[src/common/tomasuloPkg.sv]
`default_nettype none

package tomasuloPkg;

    localparam int dataWidth       = 32;
    localparam int numRegs         = 8;
    localparam int slotsPerStation = 3;

    typedef logic [2:0] regIdx_t;

    // {station id, slot}, zero means the value is present
    typedef logic [3:0] tag_t;

    typedef enum logic [2:0] {
        ADD,
        SUB,
        AND,
        OR,
        XOR,
        LDI
    } opcode_t;

    typedef struct packed {
        opcode_t              op;
        regIdx_t              dst;
        regIdx_t              src1;
        regIdx_t              src2;
        logic [dataWidth-1:0] imm;   // LDI only
    } issueInst_t;

    typedef struct packed {
        opcode_t              op;
        tag_t                 qj;
        logic [dataWidth-1:0] vj;
        tag_t                 qk;
        logic [dataWidth-1:0] vk;
    } rsEntry_t;

    typedef struct packed {
        opcode_t              op;
        logic [dataWidth-1:0] a;
        logic [dataWidth-1:0] b;
        tag_t                 tag;
    } execReq_t;

    typedef struct packed {
        logic                 valid;
        tag_t                 tag;
        logic [dataWidth-1:0] data;
    } cdb_t;

endpackage

`default_nettype wire

[src/resStation/reservationStation.sv]
`default_nettype none

module reservationStation import tomasuloPkg::*; #(
    parameter logic [1:0] stationId = 2'd1
) (
    input  logic     clk,
    input  logic     nRST,
    input  logic     write,
    input  rsEntry_t entry,
    input  cdb_t     cdb,
    input  logic     idle,
    output logic     full,
    output tag_t     freeTag,
    output logic     dispatch,
    output execReq_t req
);

    typedef logic [1:0] slotIdx_t;

    logic [slotsPerStation-1:0] busy;   // slot holds a waiting entry
    logic [slotsPerStation-1:0] held;   // dispatched, tag still in flight
    rsEntry_t                   slot [slotsPerStation];

    slotIdx_t freeIdx;
    slotIdx_t readyIdx;
    logic     anyFree;
    logic     anyReady;

    function automatic tag_t slotTag(input slotIdx_t idx);
        return {stationId, idx};
    endfunction

    // priority encoders, lowest index wins
    always_comb begin
        freeIdx  = '0;
        readyIdx = '0;
        anyFree  = 1'b0;
        anyReady = 1'b0;
        for (int i = slotsPerStation - 1; i >= 0; i--) begin
            if (!busy[i] && !held[i]) begin
                freeIdx = slotIdx_t'(i);
                anyFree = 1'b1;
            end
            if (busy[i] && slot[i].qj == '0 && slot[i].qk == '0) begin
                readyIdx = slotIdx_t'(i);
                anyReady = 1'b1;
            end
        end
    end

    assign full     = !anyFree;
    assign freeTag  = slotTag(freeIdx);
    assign dispatch = anyReady && idle;

    always_comb begin
        req.op  = slot[readyIdx].op;
        req.a   = slot[readyIdx].vj;
        req.b   = slot[readyIdx].vk;
        req.tag = slotTag(readyIdx);
    end

    always_ff @(posedge clk or negedge nRST) begin
        if (!nRST) begin
            busy <= '0;
            held <= '0;
        end else begin
            // tag becomes reusable once its result is on the bus
            for (int i = 0; i < slotsPerStation; i++) begin
                if (held[i] && cdb.valid && cdb.tag == slotTag(slotIdx_t'(i))) begin
                    held[i] <= 1'b0;
                end
            end
            if (dispatch) begin
                busy[readyIdx] <= 1'b0;
                held[readyIdx] <= 1'b1;
            end
            if (write && anyFree) begin
                busy[freeIdx] <= 1'b1;
            end
        end
    end

    always_ff @(posedge clk) begin
        for (int i = 0; i < slotsPerStation; i++) begin
            if (busy[i] && cdb.valid) begin
                if (slot[i].qj == cdb.tag) begin
                    slot[i].qj <= '0;
                    slot[i].vj <= cdb.data;
                end
                if (slot[i].qk == cdb.tag) begin
                    slot[i].qk <= '0;
                    slot[i].vk <= cdb.data;
                end
            end
        end
        if (write && anyFree) begin
            slot[freeIdx] <= entry;   // operands already bypassed by issue
        end
    end

    // issue must honour full
    assert property (@(posedge clk) disable iff (!nRST) write |-> !full)
        else $error("station %0d written while full", stationId);

    // a broadcast leaves no busy slot waiting on its tag
    for (genvar g = 0; g < slotsPerStation; g++) begin : gSnoop
        assert property (@(posedge clk) disable iff (!nRST)
            cdb.valid |=> !(busy[g] && (slot[g].qj == $past(cdb.tag)
                                        || slot[g].qk == $past(cdb.tag))))
            else $error("station %0d slot %0d missed a broadcast", stationId, g);
    end

endmodule

`default_nettype wire

[src/rtl/cdbArbiter.sv]
`default_nettype none

module cdbArbiter import tomasuloPkg::*; (
    input  logic                 clk,
    input  logic                 nRST,
    input  logic                 req0,
    input  logic                 req1,
    input  tag_t                 tag0,
    input  tag_t                 tag1,
    input  logic [dataWidth-1:0] data0,
    input  logic [dataWidth-1:0] data1,
    output logic                 grant0,
    output logic                 grant1,
    output cdb_t                 cdb
);

    logic lastWin1;   // requester 1 had the last grant

    // on a conflict the other side goes first
    assign grant0 = req0 && (!req1 || lastWin1);
    assign grant1 = req1 && (!req0 || !lastWin1);

    always_comb begin
        cdb.valid = grant0 || grant1;
        cdb.tag   = grant1 ? tag1 : tag0;
        cdb.data  = grant1 ? data1 : data0;
    end

    always_ff @(posedge clk or negedge nRST) begin
        if (!nRST) begin
            lastWin1 <= 1'b0;
        end else if (grant0 || grant1) begin
            lastWin1 <= grant1;
        end
    end

    // a requester refused now is served on the next cycle
    assert property (@(posedge clk) disable iff (!nRST)
        req0 && !grant0 |=> grant0 || !req0)
        else $error("requester 0 waited more than one cycle for the bus");

    assert property (@(posedge clk) disable iff (!nRST)
        req1 && !grant1 |=> grant1 || !req1)
        else $error("requester 1 waited more than one cycle for the bus");

endmodule

`default_nettype wire

[src/rtl/execUnit.sv]
`default_nettype none

module execUnit import tomasuloPkg::*; #(
    parameter int latency = 1
) (
    input  logic                 clk,
    input  logic                 nRST,
    input  logic                 dispatch,
    input  execReq_t             req,
    input  logic                 grant,
    output logic                 idle,
    output logic                 resultReq,
    output tag_t                 resultTag,
    output logic [dataWidth-1:0] resultData
);

    localparam int cntW = (latency > 1) ? $clog2(latency) : 1;

    logic            busy;
    logic [cntW-1:0] count;    // edges left before the result is posted
    logic            finish;
    execReq_t        held;

    function automatic logic [dataWidth-1:0] alu(input execReq_t r);
        case (r.op)
            ADD:     return r.a + r.b;
            SUB:     return r.a - r.b;
            AND:     return r.a & r.b;
            OR:      return r.a | r.b;
            XOR:     return r.a ^ r.b;
            default: return '0;
        endcase
    endfunction

    assign idle      = !busy;
    assign finish    = busy && !resultReq && count == '0;
    assign resultTag = held.tag;

    always_ff @(posedge clk or negedge nRST) begin
        if (!nRST) begin
            busy      <= 1'b0;
            resultReq <= 1'b0;
            count     <= '0;
        end else begin
            if (dispatch) begin
                busy  <= 1'b1;
                count <= cntW'(latency - 1);
            end else if (resultReq) begin
                if (grant) begin   // result leaves on the bus
                    busy      <= 1'b0;
                    resultReq <= 1'b0;
                end
            end else if (busy) begin
                if (count == '0) begin
                    resultReq <= 1'b1;
                end else begin
                    count <= count - 1'b1;
                end
            end
        end
    end

    always_ff @(posedge clk) begin
        if (dispatch) begin
            held <= req;
        end
        if (finish) begin
            resultData <= alu(held);
        end
    end

    assert property (@(posedge clk) disable iff (!nRST)
        resultReq && !grant |=> resultReq && $stable(resultTag) && $stable(resultData))
        else $error("result changed while waiting for the bus");

endmodule

`default_nettype wire

[src/rtl/issueUnit.sv]
`default_nettype none

module issueUnit import tomasuloPkg::*; (
    input  logic                 clk,
    input  logic                 nRST,
    input  logic                 issueValid,
    input  issueInst_t           issueInst,
    input  logic                 full1,
    input  logic                 full2,
    input  tag_t                 freeTag1,
    input  tag_t                 freeTag2,
    input  cdb_t                 cdb,
    input  regIdx_t              regAddr,
    output logic                 issueStall,
    output logic                 rsWrite1,
    output logic                 rsWrite2,
    output rsEntry_t             rsEntry,
    output logic [dataWidth-1:0] regData
);

    logic [dataWidth-1:0] regVal [numRegs];
    tag_t                 regTag [numRegs];   // producer of the pending value

    logic toArith;
    logic toLogic;
    logic isLdi;
    logic take;
    tag_t dstTag;

    assign toArith    = issueInst.op inside {ADD, SUB};
    assign toLogic    = issueInst.op inside {AND, OR, XOR};
    assign isLdi      = issueInst.op == LDI;
    assign issueStall = (toArith && full1) || (toLogic && full2);   // LDI never waits
    assign take       = issueValid && !issueStall;
    assign rsWrite1   = take && toArith;
    assign rsWrite2   = take && toLogic;
    assign dstTag     = toArith ? freeTag1 : freeTag2;
    assign regData    = regVal[regAddr];

    // operand read with bypass of this cycle's broadcast
    always_comb begin
        rsEntry.op = issueInst.op;
        rsEntry.qj = regTag[issueInst.src1];
        rsEntry.vj = regVal[issueInst.src1];
        rsEntry.qk = regTag[issueInst.src2];
        rsEntry.vk = regVal[issueInst.src2];
        if (cdb.valid && rsEntry.qj == cdb.tag) begin
            rsEntry.qj = '0;
            rsEntry.vj = cdb.data;
        end
        if (cdb.valid && rsEntry.qk == cdb.tag) begin
            rsEntry.qk = '0;
            rsEntry.vk = cdb.data;
        end
    end

    always_ff @(posedge clk or negedge nRST) begin
        if (!nRST) begin
            for (int i = 0; i < numRegs; i++) begin
                regVal[i] <= '0;
                regTag[i] <= '0;
            end
        end else begin
            // only the latest producer of a register may retire into it
            for (int i = 0; i < numRegs; i++) begin
                if (cdb.valid && regTag[i] == cdb.tag) begin
                    regVal[i] <= cdb.data;
                    regTag[i] <= '0;
                end
            end
            if (take) begin   // new rename overrides the retirement above
                if (isLdi) begin
                    regVal[issueInst.dst] <= issueInst.imm;
                    regTag[issueInst.dst] <= '0;
                end else begin
                    regTag[issueInst.dst] <= dstTag;
                end
            end
        end
    end

endmodule

`default_nettype wire

[src/rtl/tomasuloCore.sv]
`default_nettype none

module tomasuloCore import tomasuloPkg::*; #(
    parameter int arithLatency = 1,
    parameter int logicLatency = 2
) (
    input  logic                 clk,
    input  logic                 nRST,
    input  logic                 issueValid,
    input  issueInst_t           issueInst,
    output logic                 issueStall,
    output cdb_t                 cdb,
    input  regIdx_t              regAddr,
    output logic [dataWidth-1:0] regData
);

    logic                 rsWrite1;
    logic                 rsWrite2;
    rsEntry_t             rsEntry;
    logic                 full1;
    logic                 full2;
    tag_t                 freeTag1;
    tag_t                 freeTag2;
    logic                 dispatch1;
    logic                 dispatch2;
    execReq_t             req1;
    execReq_t             req2;
    logic                 idle1;
    logic                 idle2;
    logic                 resultReq1;
    logic                 resultReq2;
    tag_t                 resultTag1;
    tag_t                 resultTag2;
    logic [dataWidth-1:0] resultData1;
    logic [dataWidth-1:0] resultData2;
    logic                 grant1;
    logic                 grant2;

    issueUnit issue (
        .clk, .nRST, .issueValid, .issueInst,
        .full1, .full2, .freeTag1, .freeTag2,
        .cdb, .regAddr,
        .issueStall, .rsWrite1, .rsWrite2, .rsEntry, .regData
    );

    // arithmetic side, ADD and SUB
    reservationStation #(.stationId(2'd1)) station1 (
        .clk, .nRST, .write(rsWrite1), .entry(rsEntry), .cdb, .idle(idle1),
        .full(full1), .freeTag(freeTag1), .dispatch(dispatch1), .req(req1)
    );

    execUnit #(.latency(arithLatency)) unit1 (
        .clk, .nRST, .dispatch(dispatch1), .req(req1), .grant(grant1),
        .idle(idle1), .resultReq(resultReq1), .resultTag(resultTag1),
        .resultData(resultData1)
    );

    // logic side, AND OR XOR
    reservationStation #(.stationId(2'd2)) station2 (
        .clk, .nRST, .write(rsWrite2), .entry(rsEntry), .cdb, .idle(idle2),
        .full(full2), .freeTag(freeTag2), .dispatch(dispatch2), .req(req2)
    );

    execUnit #(.latency(logicLatency)) unit2 (
        .clk, .nRST, .dispatch(dispatch2), .req(req2), .grant(grant2),
        .idle(idle2), .resultReq(resultReq2), .resultTag(resultTag2),
        .resultData(resultData2)
    );

    cdbArbiter arbiter (
        .clk, .nRST,
        .req0(resultReq1), .req1(resultReq2),
        .tag0(resultTag1), .tag1(resultTag2),
        .data0(resultData1), .data1(resultData2),
        .grant0(grant1), .grant1(grant2),
        .cdb
    );

endmodule

`default_nettype wire

[config.mk]
export PLATFORM = sky130hd
export DESIGN_NAME = tomasuloCore
export DESIGN_NICKNAME = d
export VERILOG_FILES = /design/src/common/tomasuloPkg.sv /design/src/resStation/reservationStation.sv /design/src/rtl/cdbArbiter.sv /design/src/rtl/execUnit.sv /design/src/rtl/issueUnit.sv /design/src/rtl/tomasuloCore.sv
export SDC_FILE = /design/constraint.sdc
export NUM_CORES = 2
export LEC_CHECK = 0
export ABC_CLOCK_PERIOD_IN_PS = 13800
export BUFFER_PORTS_ARGS = -buffer_cell sky130_fd_sc_hd__buf_4
export CORE_MARGIN = 1.5
export CORE_UTILIZATION = 35
export CTS_CLUSTER_SIZE = 8
export DETAILED_ROUTE_END_ITERATION = 8
export PLACE_DENSITY = 0.48
export SYNTH_ARGS = -nofsm -noshare
export SYNTH_HDL_FRONTEND = slang
export SYNTH_SLANG_ARGS = --single-unit
export TNS_END_PERCENT = 5
[constraint.sdc]
create_clock -name clk -period 13.8 [get_ports clk]
set_clock_uncertainty 0.2 [all_clocks]
set_input_delay 2.07 -clock clk [delete_from_list [all_inputs] [get_ports clk]]
set_output_delay 2.07 -clock clk [all_outputs]
set_load 0.05 [all_outputs]
; Word level (Yosys, flattened, before mapping)
; Memories as Yosys holds them, arrays and structs flattened. A register that Yosys moved wholly into a read port is not among the register bits.
; Index checks and enable logic that the tools add are counted.
[classes]
n_lt_le_gt_ge = 13
bitwise = 22
shifts = 0
n_eq_ne = 43
muxes = 154
reduce_logical = 117
n_div = 0
multipliers = 0
n_addsub = 6
[ops]
columns = cell, n
row1 = $mux 32, 18
row2 = $mux 256, 2
row3 = $pmux 32 s5, 2
row4 = $bmux 32 s3, 3
row5 = $bwmux 256, 1
row6 = $and 32x32->32, 3
row7 = $demux 32 s3, 1
row8 = $eq 4x4->1, 22
row9 = $mux 1, 84
row10 = $mux 36, 2
row11 = $logic_and 1x1->1, 66
row12 = $add 32x32->32, 2
row13 = $or 32x32->32, 2
row14 = $sub 32x32->32, 2
row15 = $xor 32x32->32, 2
row16 = $mux 4, 15
row17 = $logic_not 4->1, 12
row18 = $bwmux 32, 1
row19 = $not 32->32, 1
row20 = $bmux 4 s3, 2
row21 = $mux 2, 12
row22 = $logic_not 1->1, 20
row23 = $eq 3x2->1 const B, 6
row24 = $mux 3, 6
row25 = 22 further kinds, 68
[word_totals]
regBits = 375
input_bits = 50
mem_bits_rw = 450
mem_bits_ro = 0
latch_bits = 0
memories = 2
[mem_list]
columns = name, depth, word_bits, read_ports, rd_clocked_by_memory_dff, write_ports, line_no
row1 = station1.slot, 3, 75, 4, 1, 4, reservationStation.sv:22  ; rsEntry_t slot [slotsPerStation];
row2 = station2.slot, 3, 75, 4, 1, 4, reservationStation.sv:22

; Depth between registers and ports, before layout
; An unclocked memory read counts as a cell.
[depth]
depth_word = 16
depth_mapped = 19
depth_no_buf = 19

; By module
; Synthesis repeated with hierarchy kept, for this count alone.
[unflattened]
cells_unflattened = 5549
area_unflattened_um2 = 59856.2
[modules_own_cells]
columns = mod, seq_area_each_um2, instances, area_each_um2, cells_per_inst
row1 = issueUnit, 7206.9, 1, 21312.9, 1858
row2 = reservationStation (station1), 6906.6, 1, 11509.8, 1088
row3 = reservationStation (station2), 6906.6, 1, 11506.0, 1088
row4 = execUnit (unit1), 3143.0, 1, 7455.9, 742
row5 = execUnit (unit2), 3168.0, 1, 7420.9, 726
row6 = cdbArbiter, 25.0, 1, 650.6, 47

; Worst setup path before layout
; OpenSTA, ideal clock, no wires.
[synth_path]
path_kind = in2out
start = in regAddr[0]
end = out regData[0]
n_path_buf = 2
arrival_time_ns = 3.936
path_stages = 4
path_slack_ns = 7.594
path_cell_list = clkbuf_1 > buf_1 > mux4_2 > mux2_2
[synth_via]
elab_chain_cells = 4
[synth_rtl]
columns = item, line_no
row1 = from (decl), tomasuloCore.sv:13  ; input regIdx_t regAddr,
row2 = $not 3->4 (implied by the code), issueUnit.sv:38  ; assign regData = regVal[regAddr];
row3 = $bmux 32 s3, issueUnit.sv:38
row4 = $mux 32 (implied by the code) (2 in a row), issueUnit.sv:38
row5 = to (decl), tomasuloCore.sv:14  ; output logic [dataWidth-1:0] regData
; Every way passes these cells. The select of a mux whose other input is x is not followed.

==> flow_summary.ini <==
[hold_path]
whs_endpoint = unit2.held[69]$_DFFE_PP_
hp-class = reg -> reg
min-delay-start = station2.slot[0][73]$_DFFE_PP_
hold_depth = 2

[power_and_ir_drop]
power.density_mw_per_mm2 = 115
ir_drop_uv = 135
p_leak_nw = 21.9

[worst_setup_path]
r2r_cells = 12
cp_max_fo = 39
worst-path-stages = 7
reg2reg_from = unit1.resultReq$_DFFE_PN0N_
r2r_slack_ns = 7.78
critPathSlowestCell = mux2i_1
cp-start-kind = flip-flop
cp_cell_sequence = nand2_1 > nand2_2 > inv_2 > buf_4 > mux2i_1 > inv_1 > buf_4
worstSetupPathType = reg -> out
critical_path_buf_inv_count = 4
endpoint_kind = output port
critPathMaxStageDelay_ns = 1.08
reg2reg_to = station1.slot[0][25]$_DFFE_PP_
path_delay_family = buffers and inverters
worstPathArrival_ns = 5.18
critPathRequiredTime_ns = 11.53
crit_top_cell = buf_4

[grt]
grt_overflow = 0
grt_pass1_wl_um = 286000
grt_pass1_vias = 40250
grt_max_degree = 136
grt_usage_pct = 24.1
antenna_found_initial = 10

[drt]
via_per_inst = 5.65
routedWlPerCell_um = 26.2
drtAntennaViolNets = 0
dr_total_vias = 42469
wl_um = 197000
drc = 0
firstDrtPassIters = 7
drtIter0Drc = 4050

[logic_synthesis]
synth_top_area_cell = edfxtp_1
synth_nets = 5736
netlist_instances = 5492
ys_ff_latch = 958
syn_avg_cell_area_sq_um = 10.1
yosys.area.top_type_share_pct = 35.3
yosysMostFrequentCell = nand2_1
synthTopCellsByArea = edfxtp_1 35%, dfrtp_1 14%, mux4_2 8.4%, o21ai_0 6.2%, nand2_1 5.5%
ys_async_sr_fraction_pct = 31.9
synth_common_cells = 818 x nand2_1, 690 x o21ai_0, 652 x edfxtp_1
synth_flop_cell = edfxtp_1
syn-cell-area_sq_mm = 0.0555
synth_cell_types = 76
synth-edff-count = 652
seq_area_frac_synth_pct = 49.1
ys_warn_count = 0

[sta]
worst_slew_pin_slew_ns = 1.27
clock.fmax_ghz = 0.134
slew_headroom_pct = 12.7
timing_hold_violations_final = 0
setup_tns_ns = 0
finalCritPeriodShare_pct = 54.0
finalCriticalPeriod_ns = 7.45
rsz0062_at_grt = false
slew_violations = 0
finalSetupViolations = 0

[run]
cap_violations = 0

[clocking]
clkLatencyLatePin_ns = 0.78
cts_setup_buffers = 0
post_cts_resized = 0
cts_buffers = 138
cts_tree = done
clk_pin_slew_ns = 0.05
clock_path_buffers = 3
cts_sinks = 958
clock-root-buffer = clkbuf_16
htreeDepth = 4
holdBufCountCts = 0

[floorplanning]
start_util_pct = 35.4
rows = 145
die-area_sq_mm = 0.161
ios = 120
die_y_um = 401
die_w_um = 401
core_area_sq_mm = 0.157

[finish]
n_fill_cell = 15095
synthToLayoutAreaGrowth_pct = 11.7
final_nets = 5661
multi_input_area_sq_mm = 0.0260
final_util_pct = 39.5
register_area_sq_mm = 0.0272
drive_above_1_share_pct = 12.4

[status]
outcome = finished clean

[placement]
io_buffer_count = 119
post-dp-hpwl_um = 122000
gp_congestion = 0.854
-- how the worst max path moves through the flow --
stage / start / to / slack (ns)
after floorplan: regAddr[0] / regData[0] / 7.59
after global placement: regAddr[0] / regData[16] / 7.00
after detailed placement: regAddr[0] / regData[18] / 6.94
after CTS: unit1.resultReq$_DFFE_PN0N_ / cdb[18] / 6.44
after global routing: unit1.resultReq$_DFFE_PN0N_ / cdb[12] / 6.23
final: unit1.resultReq$_DFFE_PN0N_ / cdb[12] / 6.35
-- cell usage in the layout (no fill, tap or decap), types with 16 or more instances in the layout --
| master | Yosys | final |
|---|---|---|
| clkbuf_16 | 0 | 140 |
| edfxtp_1 | 652 | 652 |
| xnor2_1 | 136 | 136 |
| a22oi_1 | 66 | 66 |
| a21o_1 | 39 | 39 |
| a22o_1 | 26 | 26 |
| xor2_1 | 27 | 27 |
| nor2_1 | 603 | 597 |
| mux4_2 | 208 | 208 |
| mux2_2 | 34 | 34 |
| o21ai_0 | 690 | 678 |
| inv_1 | 195 | 195 |
| a211oi_1 | 37 | 37 |
| nor3_1 | 29 | 18 |
| a21oi_1 | 524 | 524 |
| o22ai_1 | 20 | 20 |
| dfrtp_1 | 306 | 306 |
| buf_4 | 17 | 217 |
| nand3_1 | 16 | 16 |
| o31ai_1 | 18 | 18 |
| clkbuf_1 | 267 | 33 |
| ha_1 | 192 | 192 |
| mux2i_1 | 174 | 173 |
| nor3b_1 | 17 | 17 |
| nand2_1 | 818 | 818 |
| a31oi_1 | 28 | 26 |
-- layer usage --
metal | GRT usage (%) | vias to the layer above | part of all wire [%]
li1 | - | 19489 | -
met1 | 33.5 | 21270 | 45
met2 | 39.4 | 1445 | 47
met3 | 3.68 | 259 | 6.2
met4 | 5.82 | 6 | 2.0
met5 | 0 | - | 0.020
-- report_power, final --
group          internal [mW]  switching [mW]  leakage (nW)
logic                  0.287           0.403          11.2
clock network           1.82            1.31          1.82
registers               3.16           0.117          8.90
-- layout make-up --
type / count / share of cell area [%]
Antenna cell: 1 / 0.00404
Tap cell: 2058 / 4.15
Clock buffer: 173 / 5.85
Inverter: 197 / 1.19
Sequential cell: 958 / 43.9
Clock inverter: 12 / 0.176
Timing Repair Buffer: 219 / 2.68
Multi-Input combinational cell: 3903 / 42.0
-- logic make-up after synthesis --
kind of cell,after synthesis,share of synthesized area (%)
buf+inv,631,4.69
compound gates,1528,15.3
simple gates,1601,11.7
fa+ha+maj,194,4.40
mux,417,12.3
flops,958,49.1
xor+xnor,163,2.57
-- sequential cells by signal, summed over array words and instances (netlist names), 3 cells and up --
signal            cells
issue.regVal        256
station1.slot       225
station2.slot       225
unit1.held           67
unit2.held           67
issue.regTag         32
unit1.resultData     32
unit2.resultData     32
station1.busy         3
station1.held         3
station2.busy         3
station2.held         3
-- worst register-to-register path, delay by kind of cell (launching register included) --
kind,cells,cell delay (ns)
AO/OA/AOI/OAI,1,0.19
XOR/XNOR,1,0.13
buffers and inverters,4,2.40
flip-flops,1,0.45
multiplexers,1,0.71
AND/OR/NAND/NOR,5,1.65
-- metrics by stage --
step | setup WS, ns | cell area, sq um | hold WS, ns | instances | power (mW)
after floorplan | 7.59 | 55500 | 0.265 | 5492 | 3.75
after global placement | 7.00 | 58300 | 0.296 | 7335 | 4.01
after detailed placement | 6.94 | 58300 | 0.303 | 7335 | 4.02
after CTS | 6.44 | 62000 | 0.312 | 7520 | 7.15
after global routing | 6.23 | 62000 | 0.335 | 7520 | 7.32
final | 6.35 | 62000 | 0.309 | 7521 | 7.10
No activity file was read; power rests on OpenSTA's default activity.
